$ cat src/verilog/cache_pkg.sv
package cache_pkg;

  // Cache geometry
  localparam int NUM_LINES      = 4;
  localparam int WORDS_PER_LINE = 4;
  localparam int LINE_BITS      = WORDS_PER_LINE * 32;
  localparam int TAG_WIDTH      = 28;

  // Backing memory
  localparam int MEM_LINES     = 256;
  localparam int MEM_LATENCY   = 4;
  localparam int MEM_IDX_WIDTH = $clog2(MEM_LINES);
  localparam int MEM_CNT_WIDTH = $clog2(MEM_LATENCY) + 1;

  typedef logic [1:0] line_idx_t;

  // Field view of a CPU address
  typedef struct packed {
    logic [TAG_WIDTH-1:0] tag;
    logic [1:0]           word_off;
    logic [1:0]           byte_off;
  } addr_fields_t;

  // Same word seen as raw bits or as tag and offsets
  typedef union packed {
    logic [31:0]  raw;
    addr_fields_t f;
  } cache_addr_u;

  typedef struct packed {
    logic        write;
    logic        byte_op;
    cache_addr_u addr;
    logic [31:0] wdata;
  } cpu_req_t;

  // Byte reads come back zero-extended
  typedef struct packed {
    logic [31:0] rdata;
  } cpu_resp_t;

  typedef struct packed {
    logic                 write;
    logic [TAG_WIDTH-1:0] line_addr;
    logic [LINE_BITS-1:0] data;
  } mem_req_t;

  // Stage 1 result, with the tag state stage 2 needs to pick a victim
  typedef struct packed {
    cpu_req_t                            req;
    logic                                hit;
    line_idx_t                           hit_line;
    logic [NUM_LINES-1:0]                dirty;
    logic [NUM_LINES-1:0][TAG_WIDTH-1:0] tags;
  } lookup_t;

  // Refill sets tag and valid; a write hit only sets dirty
  typedef struct packed {
    logic                 valid;
    line_idx_t            line;
    logic [TAG_WIDTH-1:0] tag;
    logic                 set_valid;
    logic                 set_dirty;
  } tag_update_t;

endpackage

$ cat src/verilog/cache_lru.sv
module cache_lru (
  input  logic                 clk,
  input  logic                 reset,
  input  logic                 touch_valid,
  input  cache_pkg::line_idx_t touch_line,
  output cache_pkg::line_idx_t victim
);
  import cache_pkg::*;

  // Age per line, 0 is least recently used
  line_idx_t            cnt_q [NUM_LINES];
  logic [NUM_LINES-1:0] seen;

  always_ff @(posedge clk or posedge reset)
  begin
    if (reset)
    begin
      for (int i = 0; i < NUM_LINES; i++)
        cnt_q[i] <= line_idx_t'(i);
    end
    else if (touch_valid)
    begin
      for (int i = 0; i < NUM_LINES; i++)
      begin
        if (line_idx_t'(i) == touch_line)
          cnt_q[i] <= line_idx_t'(NUM_LINES - 1);
        else if (cnt_q[i] >= cnt_q[touch_line])
          cnt_q[i] <= cnt_q[i] - 1'b1;
      end
    end
  end

  always_comb
  begin
    victim = '0;
    for (int i = 0; i < NUM_LINES; i++)
    begin
      if (cnt_q[i] == '0)
        victim = line_idx_t'(i);
    end
  end

  // Each age value held by exactly one line
  always_comb
  begin
    seen = '0;
    for (int i = 0; i < NUM_LINES; i++)
      seen[cnt_q[i]] = 1'b1;
  end

  a_lru_perm: assert property (@(posedge clk) disable iff (reset) &seen);

endmodule

$ cat config.mk
export PLATFORM = sky130hd
export DESIGN_NAME = cache_lru
export DESIGN_NICKNAME = d
export VERILOG_FILES = /design/src/verilog/cache_pkg.sv /design/src/verilog/cache_lru.sv
export SDC_FILE = /design/constraint.sdc
export NUM_CORES = 1
export LEC_CHECK = 0
export BUFFER_PORTS_ARGS = -buffer_cell sky130_fd_sc_hd__buf_2
export CORE_UTILIZATION = 40
export CTS_BUF_LIST = sky130_fd_sc_hd__clkbuf_8
export DETAILED_ROUTE_END_ITERATION = 12
export PLACE_DENSITY = 0.65
export SYNTH_ARGS = -nofsm -noshare
export SYNTH_HDL_FRONTEND = slang
export SYNTH_SLANG_ARGS = --single-unit
$ cat constraint.sdc
create_clock -name clk -period 1.9 [get_ports clk]
set_clock_uncertainty 0.1 [all_clocks]
set_input_delay 0.095 -clock clk [delete_from_list [all_inputs] [get_ports clk]]
set_output_delay 0.095 -clock clk [all_outputs]
set_load 0.03 [all_outputs]
==> summary.txt <==
Setup path
  • Setup crit start kind: register
  • Required @ worst endpoint: 1950 ps
  • Slowest cell delay on critical path: 540 ps
  • Bufs and invs on worst path: 0
  • Crit-path slowest cell: mux4_2
  • Crit-path cells: mux4_2, ha_1, nand2b_4, a21oi_4, a21boi_2, a21bo_2
  • Setup CP Type: reg -> reg
  • Top delay family on crit path: multiplexers
  • Max Fanout on Critical Path: 4
  • Nature of the critical path endpoint: register
  • Critical Path AT: 2050 ps

Global route
  • Grt ovf: 0
  • Vias in the first global route: 592
  • Initial antenna violation count: 0
  • Total track usage: 0.184
  • Pin count of the biggest net entering global routing: 12
  • First-pass GRT wire length: 2.52 mm

Finish
  • Synth-to-layout area growth: 37.4%
  • Util after Layout: 0.612
  • Largest reg by FF count: cnt_q
  • ANT cells: 0
  • Flip-flop count of the largest register after layout: 8
  • Top Registers: cnt_q x8
  • Final nets: 110
  • Layout cell share with drive strength beyond 1: 0.452

Flow run
  • Max cap viols: 0

Timing
  • Worst Tran Pin Value: 307 ps
  • Total Neg Setup Slack: -496 ps
  • Max Fclk: 0.500 GHz
  • Setup-failing EPs final: 8
  • PnR worst setup slack: -99.4 ps
  • Unrepaired setup endpoints after global routing: yes
  • Hold Fails Final Rpt: 0
  • Slew Limit Fails: 0
  • Slew HR: 0.795
  • Crit share post-route: 1.05
  • Post-layout min period: 2000 ps

Drt
  • Pre-Repair DR Iteration Count: 6
  • Post-route ant nets: 0
  • Drt total wl: 1.49 mm
  • Drt drc: 0
  • Via count: 574
  • DR vias/cell: 5.27
  • Starting DRT DRC Count: 5
  • Routed wire length per instance: 13.7 um

Run status
  • Outcome: complete, but fails checks
  • Violated checks: setup timing

Pwr
  • Flop pwr share: 0.172
  • Clock power share: 0.110
  • Internal power: 0.00114 W
  • Worst VDD drop: 0.970 mV
  • Combinational share of power: 0.718
  • P per Cell Area: 1970 nW/um2
  • P_sw: 0.000755 W
  • Pleak: 0.488 nW
  • Sw frac: 0.398

Worst hold path
  • Hold crit path type: in -> reg

Yosys
  • Mapped Cells: 73
  • Syn nets: 89
  • Post-synth EDFFs: 0
  • Synthesized area per cell: 9.62 um2
  • Cell variety after synth: 24
  • Top-area cell type share of the netlist area: 0.196
  • Flops & latches, synth: 8
  • Asr flop ratio synth: 1.00
  • Yosys warns: 0
  • Main area contributors after synthesis: ha_1 20%, dfstp_2 15%, dfrtp_1 14%
  • Area of the mapped netlist: 702 um2
  • Top FF cell, synth: dfstp_2
  • Seq/Total Area, Yosys: 0.292
  • Synth area leader: ha_1
  • Commonest cells in the netlist: 11 x ha_1, 11 x inv_1, 6 x nand2b_1

CTS
  • Clock Tree Buf Depth: 2
  • Clock latency on the worst-skew pair: 230 ps
  • Total CTS buffers: 3
  • TritonCTS clock tree: built
  • Root Buffer: clkbuf_8
  • CTS sink cnt: 8
  • H-Tree Depth: 1
  • CTS clk-pin slew, worst paths: 40 ps

Floorplan
  • DIE HEIGHT: 43.9 um
  • Number of I/O pins: 7
  • Core box area: 1580 um2
  • Die Wd: 43.9 um
  • Die Area: 1930 um2
  • Effective utilization at floorplan: 0.445
  • Row count: 14

Placement
  • Final HPWL DP: 1.16 mm
  • RD Place Congestion: 0.822
  • Port-buffer cells: 6
logic make-up after synthesis:
family                   synth area share
flip-flops                          0.292
buffers and inverters              0.0749
AND/OR/NAND/NOR                     0.150
adder cells (fa/ha/maj)             0.196
multiplexers                       0.0695
AO/OA/AOI/OAI                       0.217
per-layer routing:
| metal | global-route usage | part of all wire |
|---|---|---|
| met5 | 0 | 0 |
| met1 | 0.241 | 0.47 |
| met4 | 0.0364 | 0 |
| met3 | 0.0375 | 0.026 |
| met2 | 0.316 | 0.50 |
per-stage QoR:
stage / cell area [um2] / hold slack [ps] / setup WS (ps) / instances / power [W]
3_5_place_dp: 835 / -53.7 / -110 / 103 / 0.00146
6_report: 965 / 173 / -99.4 / 109 / 0.00190
4_1_cts: 947 / 140 / -83.8 / 109 / 0.00185
5_1_grt: 965 / 192 / -159 / 109 / 0.00205
3_3_place_gp: 835 / -48.8 / -92.0 / 103 / 0.00143
2_1_floorplan: 728 / -192 / -44.4 / 73 / 0.00114
tightest hold or removal path, stage by stage:
cell and delay (ps):
buf_2 170, nor2_1 130, nor3b_2 60
power by group through the flow:
stage / Sequential [W] / Clock, W / Combinational [W]
after floorplan: 0.000343 / 0 / 0.000799
after global placement: 0.000327 / 0 / 0.00110
after detailed placement: 0.000329 / 0 / 0.00113
after CTS: 0.000327 / 0.000212 / 0.00131
after global routing: 0.000335 / 0.000224 / 0.00149
final: 0.000326 / 0.000208 / 0.00136
worst paths after layout:
kind                       cells after the start  slack (ps)        to        start
max                                            6        -100  cnt_q[0]     cnt_q[6]
min                                            3         170  cnt_q[7]  touch_valid
max reg2reg                                    6        -100  cnt_q[0]     cnt_q[6]
min reg2reg                                    2         510  cnt_q[5]     cnt_q[5]
max in group asynchronous                      3        1160  cnt_q[4]        reset
min in group asynchronous                      3         250  cnt_q[2]        reset
placed cells by master (no fill, tap or decap):
cell and count:
clkbuf_8 3, nor4_2 1, nand2b_1 2, buf_2 6
a21oi_4 4, o21ai_1 2, a2bb2oi_2 1, a21boi_1 2
dfrtp_1 4, nand3_1 2, a21bo_2 1, a21boi_2 2
o22a_1 2, mux4_2 2, a21bo_1 1, dlygate4sd3_1 1
buf_4 10, nand2_1 5, a2bb2oi_1 1, or2_2 1
o32a_1 1, inv_1 11, nor2_1 5, ha_1 10
a21o_1 1, o21ai_0 1, ha_4 1, nor3b_2 1
dfstp_2 4, inv_2 1, nand2b_4 4
repair_timing:
action,4_1_cts,5_1_grt
gates resized for setup,8,4
setup buffers,1,0
setup endpoints to repair,8,8
hold buffers,1,0
pin swaps,10,0
endpoints found under the hold margin,8,0
final cells by class:
| type | count | area (um2) |
|---|---|---|
| fill | 129 | 612 |
| clock buffer | 3 | 41.3 |
| clock inverter | 1 | 3.75 |
| inverter | 11 | 41.3 |
| multi-input combinational | 53 | 538 |
| timing repair buffer | 17 | 115 |
| tap | 16 | 20.0 |
| sequential | 8 | 205 |
No activity file was read; power rests on OpenSTA's default activity.
