File: src/verilog/cache_pkg.sv
package cache_pkg;

  // Cache geometry
  localparam int NUM_LINES      = 4;
  localparam int WORDS_PER_LINE = 4;
  localparam int LINE_BITS      = WORDS_PER_LINE * 32;
  localparam int TAG_WIDTH      = 28;

  // Backing memory
  localparam int MEM_LINES     = 256;
  localparam int MEM_LATENCY   = 4;
  localparam int MEM_IDX_WIDTH = $clog2(MEM_LINES);
  localparam int MEM_CNT_WIDTH = $clog2(MEM_LATENCY) + 1;

  typedef logic [1:0] line_idx_t;

  // Field view of a CPU address
  typedef struct packed {
    logic [TAG_WIDTH-1:0] tag;
    logic [1:0]           word_off;
    logic [1:0]           byte_off;
  } addr_fields_t;

  // Same word seen as raw bits or as tag and offsets
  typedef union packed {
    logic [31:0]  raw;
    addr_fields_t f;
  } cache_addr_u;

  typedef struct packed {
    logic        write;
    logic        byte_op;
    cache_addr_u addr;
    logic [31:0] wdata;
  } cpu_req_t;

  // Byte reads come back zero-extended
  typedef struct packed {
    logic [31:0] rdata;
  } cpu_resp_t;

  typedef struct packed {
    logic                 write;
    logic [TAG_WIDTH-1:0] line_addr;
    logic [LINE_BITS-1:0] data;
  } mem_req_t;

  // Stage 1 result, with the tag state stage 2 needs to pick a victim
  typedef struct packed {
    cpu_req_t                            req;
    logic                                hit;
    line_idx_t                           hit_line;
    logic [NUM_LINES-1:0]                dirty;
    logic [NUM_LINES-1:0][TAG_WIDTH-1:0] tags;
  } lookup_t;

  // Refill sets tag and valid; a write hit only sets dirty
  typedef struct packed {
    logic                 valid;
    line_idx_t            line;
    logic [TAG_WIDTH-1:0] tag;
    logic                 set_valid;
    logic                 set_dirty;
  } tag_update_t;

endpackage

File: src/verilog/cache_lookup.sv
module cache_lookup (
  input  logic                   clk,
  input  logic                   reset,
  input  logic                   req_valid,
  input  cache_pkg::cpu_req_t    req,
  output logic                   req_ready,
  output logic                   lk_valid,
  output cache_pkg::lookup_t     lk,
  input  logic                   lk_take,
  input  cache_pkg::tag_update_t upd
);
  import cache_pkg::*;

  cpu_req_t                            rq_q;
  logic                                rq_valid_q;
  logic [NUM_LINES-1:0][TAG_WIDTH-1:0] tag_q;
  logic [NUM_LINES-1:0]                valid_q;
  logic [NUM_LINES-1:0]                dirty_q;
  logic [NUM_LINES-1:0]                hit_vec;
  line_idx_t                           hit_line;

  // Register frees up in the same cycle stage 2 takes it
  assign req_ready = !rq_valid_q || lk_take;
  assign lk_valid  = rq_valid_q;

  always_ff @(posedge clk or posedge reset)
  begin
    if (reset)
      rq_valid_q <= 1'b0;
    else if (req_valid && req_ready)
      rq_valid_q <= 1'b1;
    else if (lk_take)
      rq_valid_q <= 1'b0;
  end

  always_ff @(posedge clk)
  begin
    if (req_valid && req_ready)
      rq_q <= req;
  end

  // One comparator per line
  always_comb
  begin
    for (int i = 0; i < NUM_LINES; i++)
      hit_vec[i] = valid_q[i] && (tag_q[i] == rq_q.addr.f.tag);
  end

  // Priority encoder, lowest matching line wins
  always_comb
  begin
    hit_line = '0;
    for (int i = NUM_LINES - 1; i >= 0; i--)
    begin
      if (hit_vec[i])
        hit_line = line_idx_t'(i);
    end
  end

  assign lk = '{req: rq_q, hit: |hit_vec, hit_line: hit_line, dirty: dirty_q, tags: tag_q};

  always_ff @(posedge clk or posedge reset)
  begin
    if (reset)
    begin
      valid_q <= '0;
      dirty_q <= '0;
    end
    else if (upd.valid)
    begin
      if (upd.set_valid)
      begin
        valid_q[upd.line] <= 1'b1;
        dirty_q[upd.line] <= upd.set_dirty;
      end
      else if (upd.set_dirty)
        dirty_q[upd.line] <= 1'b1;
    end
  end

  always_ff @(posedge clk)
  begin
    if (upd.valid && upd.set_valid)
      tag_q[upd.line] <= upd.tag;
  end

  // Refills always go to the victim, so a tag is never held twice
  a_single_hit: assert property (@(posedge clk) disable iff (reset) $onehot0(hit_vec));

endmodule

File: config.mk
export PLATFORM = sky130hd
export DESIGN_NAME = cache_lookup
export DESIGN_NICKNAME = d
export VERILOG_FILES = /design/src/verilog/cache_pkg.sv /design/src/verilog/cache_lookup.sv
export SDC_FILE = /design/constraint.sdc
export NUM_CORES = 1
export LEC_CHECK = 0
export ABC_AREA = 1
export BUFFER_PORTS_ARGS = -buffer_cell sky130_fd_sc_hd__buf_2
export CORE_UTILIZATION = 53
export CTS_CLUSTER_SIZE = 28
export DETAILED_ROUTE_END_ITERATION = 8
export PLACE_DENSITY = 0.85
export REMOVE_ABC_BUFFERS = 1
export SLEW_MARGIN = 25
export SYNTH_ARGS = -nofsm -noshare
export SYNTH_HDL_FRONTEND = slang
export SYNTH_SLANG_ARGS = --single-unit
File: constraint.sdc
create_clock -name clk -period 8.9 [get_ports clk]
set_input_delay 1.78 -clock clk [delete_from_list [all_inputs] [get_ports clk]]
set_output_delay 1.78 -clock clk [all_outputs]
set_load 0.05 [all_outputs]
==> results of run 1 <==
[flip-flops by register name, indices dropped and copies added (netlist names)]
signal and count:
dirty_q 4, lk 178, lk_valid 1, valid_q 4
[power breakdown]
group          switching (µW)  total [µW]  internal, µW
sequential               28.8        1040          1010
combinational             212         275          63.8
clock                     334         782           447
total                     575        2090          1520
[layer usage]
metal  vias to the layer above  part of all wire  track usage
met3                        55              0.12       0.0855
met2                       405              0.50        0.524
li1                       2843                 -            -
met1                      2886              0.35        0.362
met5                         -                 0            0
met4                         0             0.033        0.139
[Yosys cell counts]
| library cell | number | share of area |
|---|---|---|
| nand4_1 | 1 | 0.00082 |
| nor2_2 | 1 | 0.00082 |
| clkbuf_2 | 2 | 0.0013 |
| inv_1 | 112 | 0.055 |
| o21ai_1 | 1 | 0.00065 |
| xor2_1 | 7 | 0.0080 |
| or2_2 | 1 | 0.00082 |
| dfrtp_1 | 9 | 0.029 |
| inv_2 | 2 | 0.00098 |
| nand2_1 | 218 | 0.11 |
| o211ai_1 | 1 | 0.00098 |
| nor2_1 | 76 | 0.037 |
| o22ai_1 | 4 | 0.0033 |
| o21ai_0 | 40 | 0.026 |
| nand3_1 | 6 | 0.0039 |
| a21oi_1 | 11 | 0.0072 |
| a21oi_2 | 1 | 0.0011 |
| xnor2_1 | 16 | 0.018 |
| edfxtp_1 | 178 | 0.70 |
[final timing paths]
kind / start / end / slack, ns / cells after the start
max: lk_take / req_ready / 4.81 / 4
min: valid_q[3] / valid_q[3] / 0.48 / 1
max reg2reg: lk_valid / lk[155] / 7.16 / 2
min reg2reg: valid_q[3] / valid_q[3] / 0.48 / 1
max in group asynchronous: reset / valid_q[1] / 7.32 / 2
min in group asynchronous: reset / dirty_q[2] / 1.31 / 2
[stage by stage]
step | power [µW] | instance area (µm²)
2_1_floorplan | 1230 | 7650
3_3_place_gp | 1320 | 9380
3_5_place_dp | 1330 | 9390
4_1_cts | 2100 | 10000
5_1_grt | 2150 | 10000
6_report | 2090 | 10000
[cells by family after synthesis]
group | Yosys count | synth area share
buf+inv | 116 | 0.0571
xor+xnor | 23 | 0.0263
simple gates | 303 | 0.150
flops | 187 | 0.727
compound gates | 58 | 0.0393
[critical path, cell delays in order]
cell	delay, ns
buf_2	0.10
inv_1	0.13
nand2_1	0.09
buf_2	0.22
[cell type report]
cell class	instances	area share
inverter	114	0.0428
sequential	187	0.557
tap	180	0.0225
timing repair buffer	294	0.148
multi-input combinational	384	0.168
clock inverter	14	0.0185
clock buffer	17	0.0425
antenna	2	0.000500
==> flow_summary.json, run 1 <==
{
  "seq_area_mm2": 0.00557,
  "stdcell_count": 1192,
  "final.min_clock_period_ns": 4.09,
  "place_ws_ns": 4.82,
  "ir_worst_vdd_v": 0.000191,
  "worstSetupStartpointType": "input port",
  "clk_pin_slew_worst_paths_ns": 0.06,
  "ys_ff_latch": 187,
  "clockRootBuffer": "clkbuf_16",
  "drv_slew": 0,
  "holdBufCountCts": 0,
  "grt_overflow_total": 0,
  "final_cell_mix": "buf_2 (289), nand2_1 (218), edfxtp_1 (178)",
  "clock_sink_count": 187,
  "skew_ns": 0.00681,
  "rows": 43,
  "slew_headroom": 0.416,
  "gp_congestion": 0.980,
  "cts_max_level": 4,
  "setup_tns_ns": 0,
  "cts_buffers": 17,
  "grtUsageTotal": 0.307,
  "final_common_cell": "buf_2",
  "hold_class": "flop to flop",
  "antenna_found_initial": 2,
  "crit_path_max_fanout": 2,
  "cp.required_ns": 7.12,
  "worstSetupPathType": "input port to output pin",
  "clkLatencyLatePin_ns": 0.43,
  "grt_pass1_vias": 5980,
  "worst_pin_slew_ns": 0.876,
  "nFillCells": 1031,
  "viasPerCell": 5.19,
  "dp_hpwl_um": 17000,
  "grt_first_pass_wirelength_um": 32300,
  "rsz0062_at_grt": "no",
  "maxCapViolations": 0,
  "fmax_mhz": 244,
  "core_area_mm2": 0.0140,
  "routedWlPerCell_um": 18.8,
  "clock_path_buffers": 2,
  "drcViolationCount": 0,
  "power_density_mw_per_mm2": 209,
  "start_util": 0.548,
  "utilization": 0.715,
  "die_h_um": 122,
  "cp.arrival_ns": 2.31,
  "dieArea_mm2": 0.0149,
  "via_count": 6189,
  "syn_to_final_growth_pct": 30.5,
  "cts_setup_buffers": 0,
  "synth_warnings": 0,
  "ant_nets": 0,
  "finalCritPeriodShare": 0.460,
  "power_leakage_uw": 0.00464,
  "status": "completed",
  "final_hold_viol_count": 0,
  "netlist_instances": 687,
  "grt_max_degree": 67,
  "yosysSeqAreaShare": 0.727,
  "port_buffers": 289,
  "nets": 1101,
  "drive_above_1_share": 0.331,
  "ys_types": 19,
  "firstDrtPassIters": 5,
  "syn_area_per_cell_um2": 11.2,
  "setup_viol": 0,
  "netlist_area_mm2": 0.00766,
  "drt-total-wl_um": 22500,
  "cts_resized": 0,
  "multi_input_area_mm2": 0.00168,
  "die_w_um": 122,
  "setup_ws_ns": 4.81,
  "hold_ws_ns": 0.482,
  "cp-end-kind": "output pin",
  "drtIter0Drc": 564,
  "pin_count": 290,
  "cts_tree": "yes",
  "dp_cells": 1159
}
(Power assumes the default switching activity.)
==> inputs of run 2 (changes only) <==
- CORE_UTILIZATION: 53 -> 49
- PLACE_DENSITY: 0.85 -> 0.8
- clock period: 8.9 -> 4.3 ns (I/O delays scaled with it)
==> flow_summary.json, run 2 (same netlist as run 1, synthesis figures left out) <==
{
  "cp-end-kind": "output pin",
  "dieArea_mm2": 0.0161,
  "via_count": 6091,
  "drv_slew": 0,
  "gp_congestion": 0.969,
  "clk_pin_slew_worst_paths_ns": 0.07,
  "rsz0062_at_grt": "no",
  "crit_path_max_fanout": 5,
  "maxCapViolations": 0,
  "fin_area_mm2": 0.00998,
  "final_hold_viol_count": 0,
  "stdcell_count": 1221,
  "cts_tree": "yes",
  "antenna_found_initial": 0,
  "placed_area_mm2": 0.00942,
  "drt-total-wl_um": 22700,
  "firstDrtPassIters": 7,
  "cp.arrival_ns": 2.21,
  "holdBufCountCts": 0,
  "nets": 1101,
  "port_buffers": 289,
  "dp_cells": 1190,
  "start_util": 0.502,
  "routedWlPerCell_um": 18.6,
  "worst_pin_slew_ns": 0.919,
  "clockRootBuffer": "clkbuf_16",
  "viasPerCell": 4.99,
  "final.min_clock_period_ns": 3.07,
  "cts_resized": 0,
  "largest_reg_flops": 178,
  "dp_hpwl_um": 17300,
  "finalCritPeriodShare": 0.713,
  "crit_end": "lk[118]",
  "drcViolationCount": 0,
  "grtUsageTotal": 0.288,
  "clock_sink_count": 187,
  "grt_first_pass_wirelength_um": 33500,
  "syn_to_final_growth_pct": 30.2,
  "drive_above_1_share": 0.331,
  "pin_count": 290,
  "grt_use_met1": 0.348,
  "final_cell_mix": "buf_2 (289), nand2_1 (218), edfxtp_1 (178)",
  "cp.required_ns": 3.44,
  "grt_pass1_vias": 6021,
  "reg2regPathDepth": 2,
  "grt_max_degree": 67,
  "reg2reg_slack_ns": 2.54,
  "status": "completed",
  "core_area_mm2": 0.0153,
  "skew_ns": 0.0100,
  "clkLatencyLatePin_ns": 0.43,
  "r2r-end": "lk[161]",
  "die_w_um": 127,
  "die_h_um": 127,
  "grt_overflow_total": 0,
  "cts_buffers": 17,
  "rows": 45,
  "startpoint": "lk[170]",
  "grtUsageMet2": 0.491,
  "grtUsageMet3": 0.0988,
  "cts_max_level": 4,
  "hold_class": "input port to async pin",
  "ant_nets": 0,
  "setup_viol": 0,
  "r2r-start": "lk_valid",
  "cts_setup_buffers": 0,
  "antennaDiodeCount": 0,
  "worstSetupPathType": "flop to output pin",
  "clock_path_buffers": 2,
  "fmax_mhz": 326,
  "slew_headroom": 0.388,
  "drtIter0Drc": 452,
  "final_common_cell": "buf_2",
  "power_density_mw_per_mm2": 420,
  "grt.busiest_layer": "met2",
  "worstSetupStartpointType": "flop",
  "power_leakage_uw": 0.00462,
  "ir_worst_vdd_v": 0.000322
}
-- run 2: cell count changes in the layout (fill, tap and decap cells not counted), sizes merged --
cell / change
inv: +3
bufinv: -3
clkinv: +1
clkbuf: +1
clkinvlp: -2
diode: -2
-- run 2: final cells by class --
class	count	area, µm²
well taps	211	264
fillers	1241	5280
clock buffers	18	429
repair buffers	294	1480
inverters	114	428
flip-flops and latches	187	5570
clock inverters	13	125
multi-input cells	384	1680
-- run 2: routing by layer --
| metal | vias to the layer above | routed length, µm |
|---|---|---|
| met5 | - | 0 |
| met3 | 23 | 2340 |
| met1 | 2879 | 8730 |
| met4 | 0 | 318 |
| met2 | 348 | 11300 |
| li1 | 2841 | - |
-- run 2: metrics by stage --
| step | utilization | total power [µW] | TNS, ns | hold WS [ns] | setup WS (ns) |
|---|---|---|---|---|---|
| after floorplan | - | 2550 | -20.82 | 0.427 | -0.315 |
| after global placement | 0.618 | 2740 | 0 | 0.454 | 1.69 |
| after detailed placement | 0.618 | 2750 | 0 | 0.474 | 1.69 |
| after CTS | 0.654 | 4210 | 0 | 0.377 | 1.21 |
| after global routing | 0.654 | 4320 | 0 | 0.412 | 1.04 |
| final | 0.654 | 4190 | 0 | 0.376 | 1.23 |
-- run 2: worst min path at each step --
stage / start / slack (ns) / to
6_report: reset / 0.38 / dirty_q[3]
3_3_place_gp: valid_q[3] / 0.45 / valid_q[3]
4_1_cts: reset / 0.38 / lk_valid
5_1_grt: reset / 0.41 / dirty_q[3]
2_1_floorplan: valid_q[0] / 0.43 / valid_q[0]
3_5_place_dp: valid_q[1] / 0.47 / valid_q[1]
-- run 2: worst max-delay path: stages, from the launching register on --
cell and delay [ns]:
edfxtp_1 0.50, inv_1 0.16, o21ai_0 0.15, nor2_1 0.14, nand2_1 0.06, nor2_1 0.13
inv_1 0.05, nor2_1 0.08, nand2_1 0.05, nand2_1 0.07, inv_1 0.04, nand2_1 0.07
buf_2 0.26
-- run 2: where the power goes --
part           leakage [µW]  internal, µW  switching (µW)  total [µW]
Sequential          0.00173          2080            61.5        2150
Combinational       0.00261           132             436         568
Clock              0.000275           765             713        1480
Total               0.00462          2980            1210        4190
==> inputs of run 3 (changes only) <==
- CORE_UTILIZATION: 49 -> 44
- PLACE_DENSITY: 0.8 -> 0.76
- clock period: 4.3 -> 2.66 ns (I/O delays scaled with it)
==> flow_summary.json, run 3 (same netlist as run 1, synthesis figures left out) <==
{
  "drcViolationCount": 0,
  "grtUsageTotal": 0.263,
  "cts_buffers": 17,
  "clock_path_buffers": 2,
  "clock_sink_count": 187,
  "setup_viol": 2,
  "dp_hpwl_um": 18000,
  "dieArea_mm2": 0.0179,
  "ir_worst_vdd_v": 0.000472,
  "rsz0062_at_grt": "yes",
  "fmax_mhz": 373,
  "drv_slew": 0,
  "grt_pass1_vias": 5923,
  "cp.arrival_ns": 2.15,
  "start_util": 0.456,
  "drive_above_1_share": 0.359,
  "slew_headroom": 0.631,
  "crit_path_max_fanout": 4,
  "grt_first_pass_wirelength_um": 33500,
  "worstSetupPathType": "flop to output pin",
  "firstDrtPassIters": 5,
  "clkLatencyLatePin_ns": 0.44,
  "violations": "negative setup slack",
  "rows": 47,
  "worstSetupStartpointType": "flop",
  "drt-total-wl_um": 23300,
  "maxCapViolations": 0,
  "core_area_mm2": 0.0168,
  "via_count": 6084,
  "setup_tns_ns": -0.0254,
  "setup_ws_ns": -0.0217,
  "grt_max_degree": 45,
  "pin_count": 290,
  "status": "finished, violations left",
  "clk_pin_slew_worst_paths_ns": 0.07,
  "worst_pin_slew_ns": 0.554,
  "final_hold_viol_count": 0,
  "r2r-end": "lk[184]",
  "cts_max_level": 4,
  "reg2reg_slack_ns": 1.20,
  "ant_nets": 0,
  "antenna_found_initial": 1,
  "reg2regPathDepth": 2,
  "skew_ns": 0.00632,
  "drtIter0Drc": 465,
  "hold_class": "input port to async pin",
  "syn_to_final_growth_pct": 33.1,
  "power_density_mw_per_mm2": 674,
  "power.total_uw": 6870,
  "cp.required_ns": 2.13,
  "grt_overflow_total": 0,
  "routedWlPerCell_um": 18.6,
  "fin_area_mm2": 0.0102,
  "die_h_um": 134,
  "die_w_um": 134,
  "finalCritPeriodShare": 1.01,
  "nets": 1119,
  "crit_end": "lk[117]",
  "placed_area_mm2": 0.00946,
  "power_leakage_uw": 0.00471,
  "r2r-start": "lk_valid",
  "cts_tree": "yes",
  "viasPerCell": 4.87,
  "startpoint": "lk[156]",
  "final_cell_mix": "buf_2 (286), nand2_1 (216), edfxtp_1 (178)",
  "final.min_clock_period_ns": 2.68,
  "clockRootBuffer": "clkbuf_16",
  "final_common_cell": "buf_2",
  "gp_congestion": 0.920,
  "port_buffers": 289,
  "holdBufCountCts": 0,
  "cp-end-kind": "output pin",
  "largest_reg_flops": 178
}
run 3: changes by cell type in the layout (fill, tap and decap cells not counted), moves of 3 or more:
cell and delta:
buf_2 -3, buf_4 +18, buf_6 +3, inv_1 -12, inv_6 -4, clkinv_8 +3, inv_2 +12
run 3: metal layers:
| metal | share of wire | track usage |
|---|---|---|
| met1 | 0.38 | 0.310 |
| met2 | 0.50 | 0.440 |
| met3 | 0.10 | 0.0926 |
| met4 | 0.024 | 0.102 |
| met5 | 0.00056 | 0 |
run 3: worst min path at each step:
| stage | start | end | cells after the start |
|---|---|---|---|
| 2_1_floorplan | reset | dirty_q[0] | 1 |
| 3_3_place_gp | valid_q[2] | valid_q[2] | 2 |
| 3_5_place_dp | valid_q[3] | valid_q[3] | 1 |
| 4_1_cts | reset | dirty_q[3] | 2 |
| 5_1_grt | reset | dirty_q[3] | 2 |
| 6_report | reset | dirty_q[3] | 2 |
run 3: final cells by class:
type / count / area, µm²
Clock inverter: 14 / 158
Multi-Input combinational cell: 384 / 1710
Fill cell: 1436 / 6620
Tap cell: 220 / 275
Clock buffer: 17 / 425
Inverter: 114 / 428
Sequential cell: 187 / 5570
Antenna cell: 1 / 2.50
Timing Repair Buffer: 312 / 1640
run 3: worst max-delay path: stages (launching register included):
cell      delay [ns]
edfxtp_1        0.45
buf_4           0.19
xnor2_4         0.18
nand2_2         0.10
nor2_1          0.12
nand2_1         0.07
nor2_1          0.13
a21oi_1         0.14
nor2_1          0.16
buf_6           0.18
run 3: timing repair:
action / CTS / global route
buffers inserted: 1 / 14
pin swaps: 0 / 8
resized for setup: 4 / 21
endpoints found under the setup margin: 3 / 3
run 3: metrics by stage:
stage	hold WS [ns]	utilization	std cells	worst slack (ns)
2_1_floorplan	0.360	-	685	-1.73
3_3_place_gp	0.457	0.562	1202	0.389
3_5_place_dp	0.462	0.562	1202	0.391
4_1_cts	0.0442	0.598	1234	0.00388
5_1_grt	0.0689	0.606	1248	-0.146
6_report	0.0431	0.607	1249	-0.0217
run 3: power breakdown:
part / leakage (µW) / total [µW] / internal [µW] / switching [µW]
sequential: 0.00173 / 3470 / 3370 / 98.0
combinational: 0.00269 / 946 / 233 / 714
clock: 0.000284 / 2460 / 1250 / 1210
total: 0.00471 / 6870 / 4850 / 2020
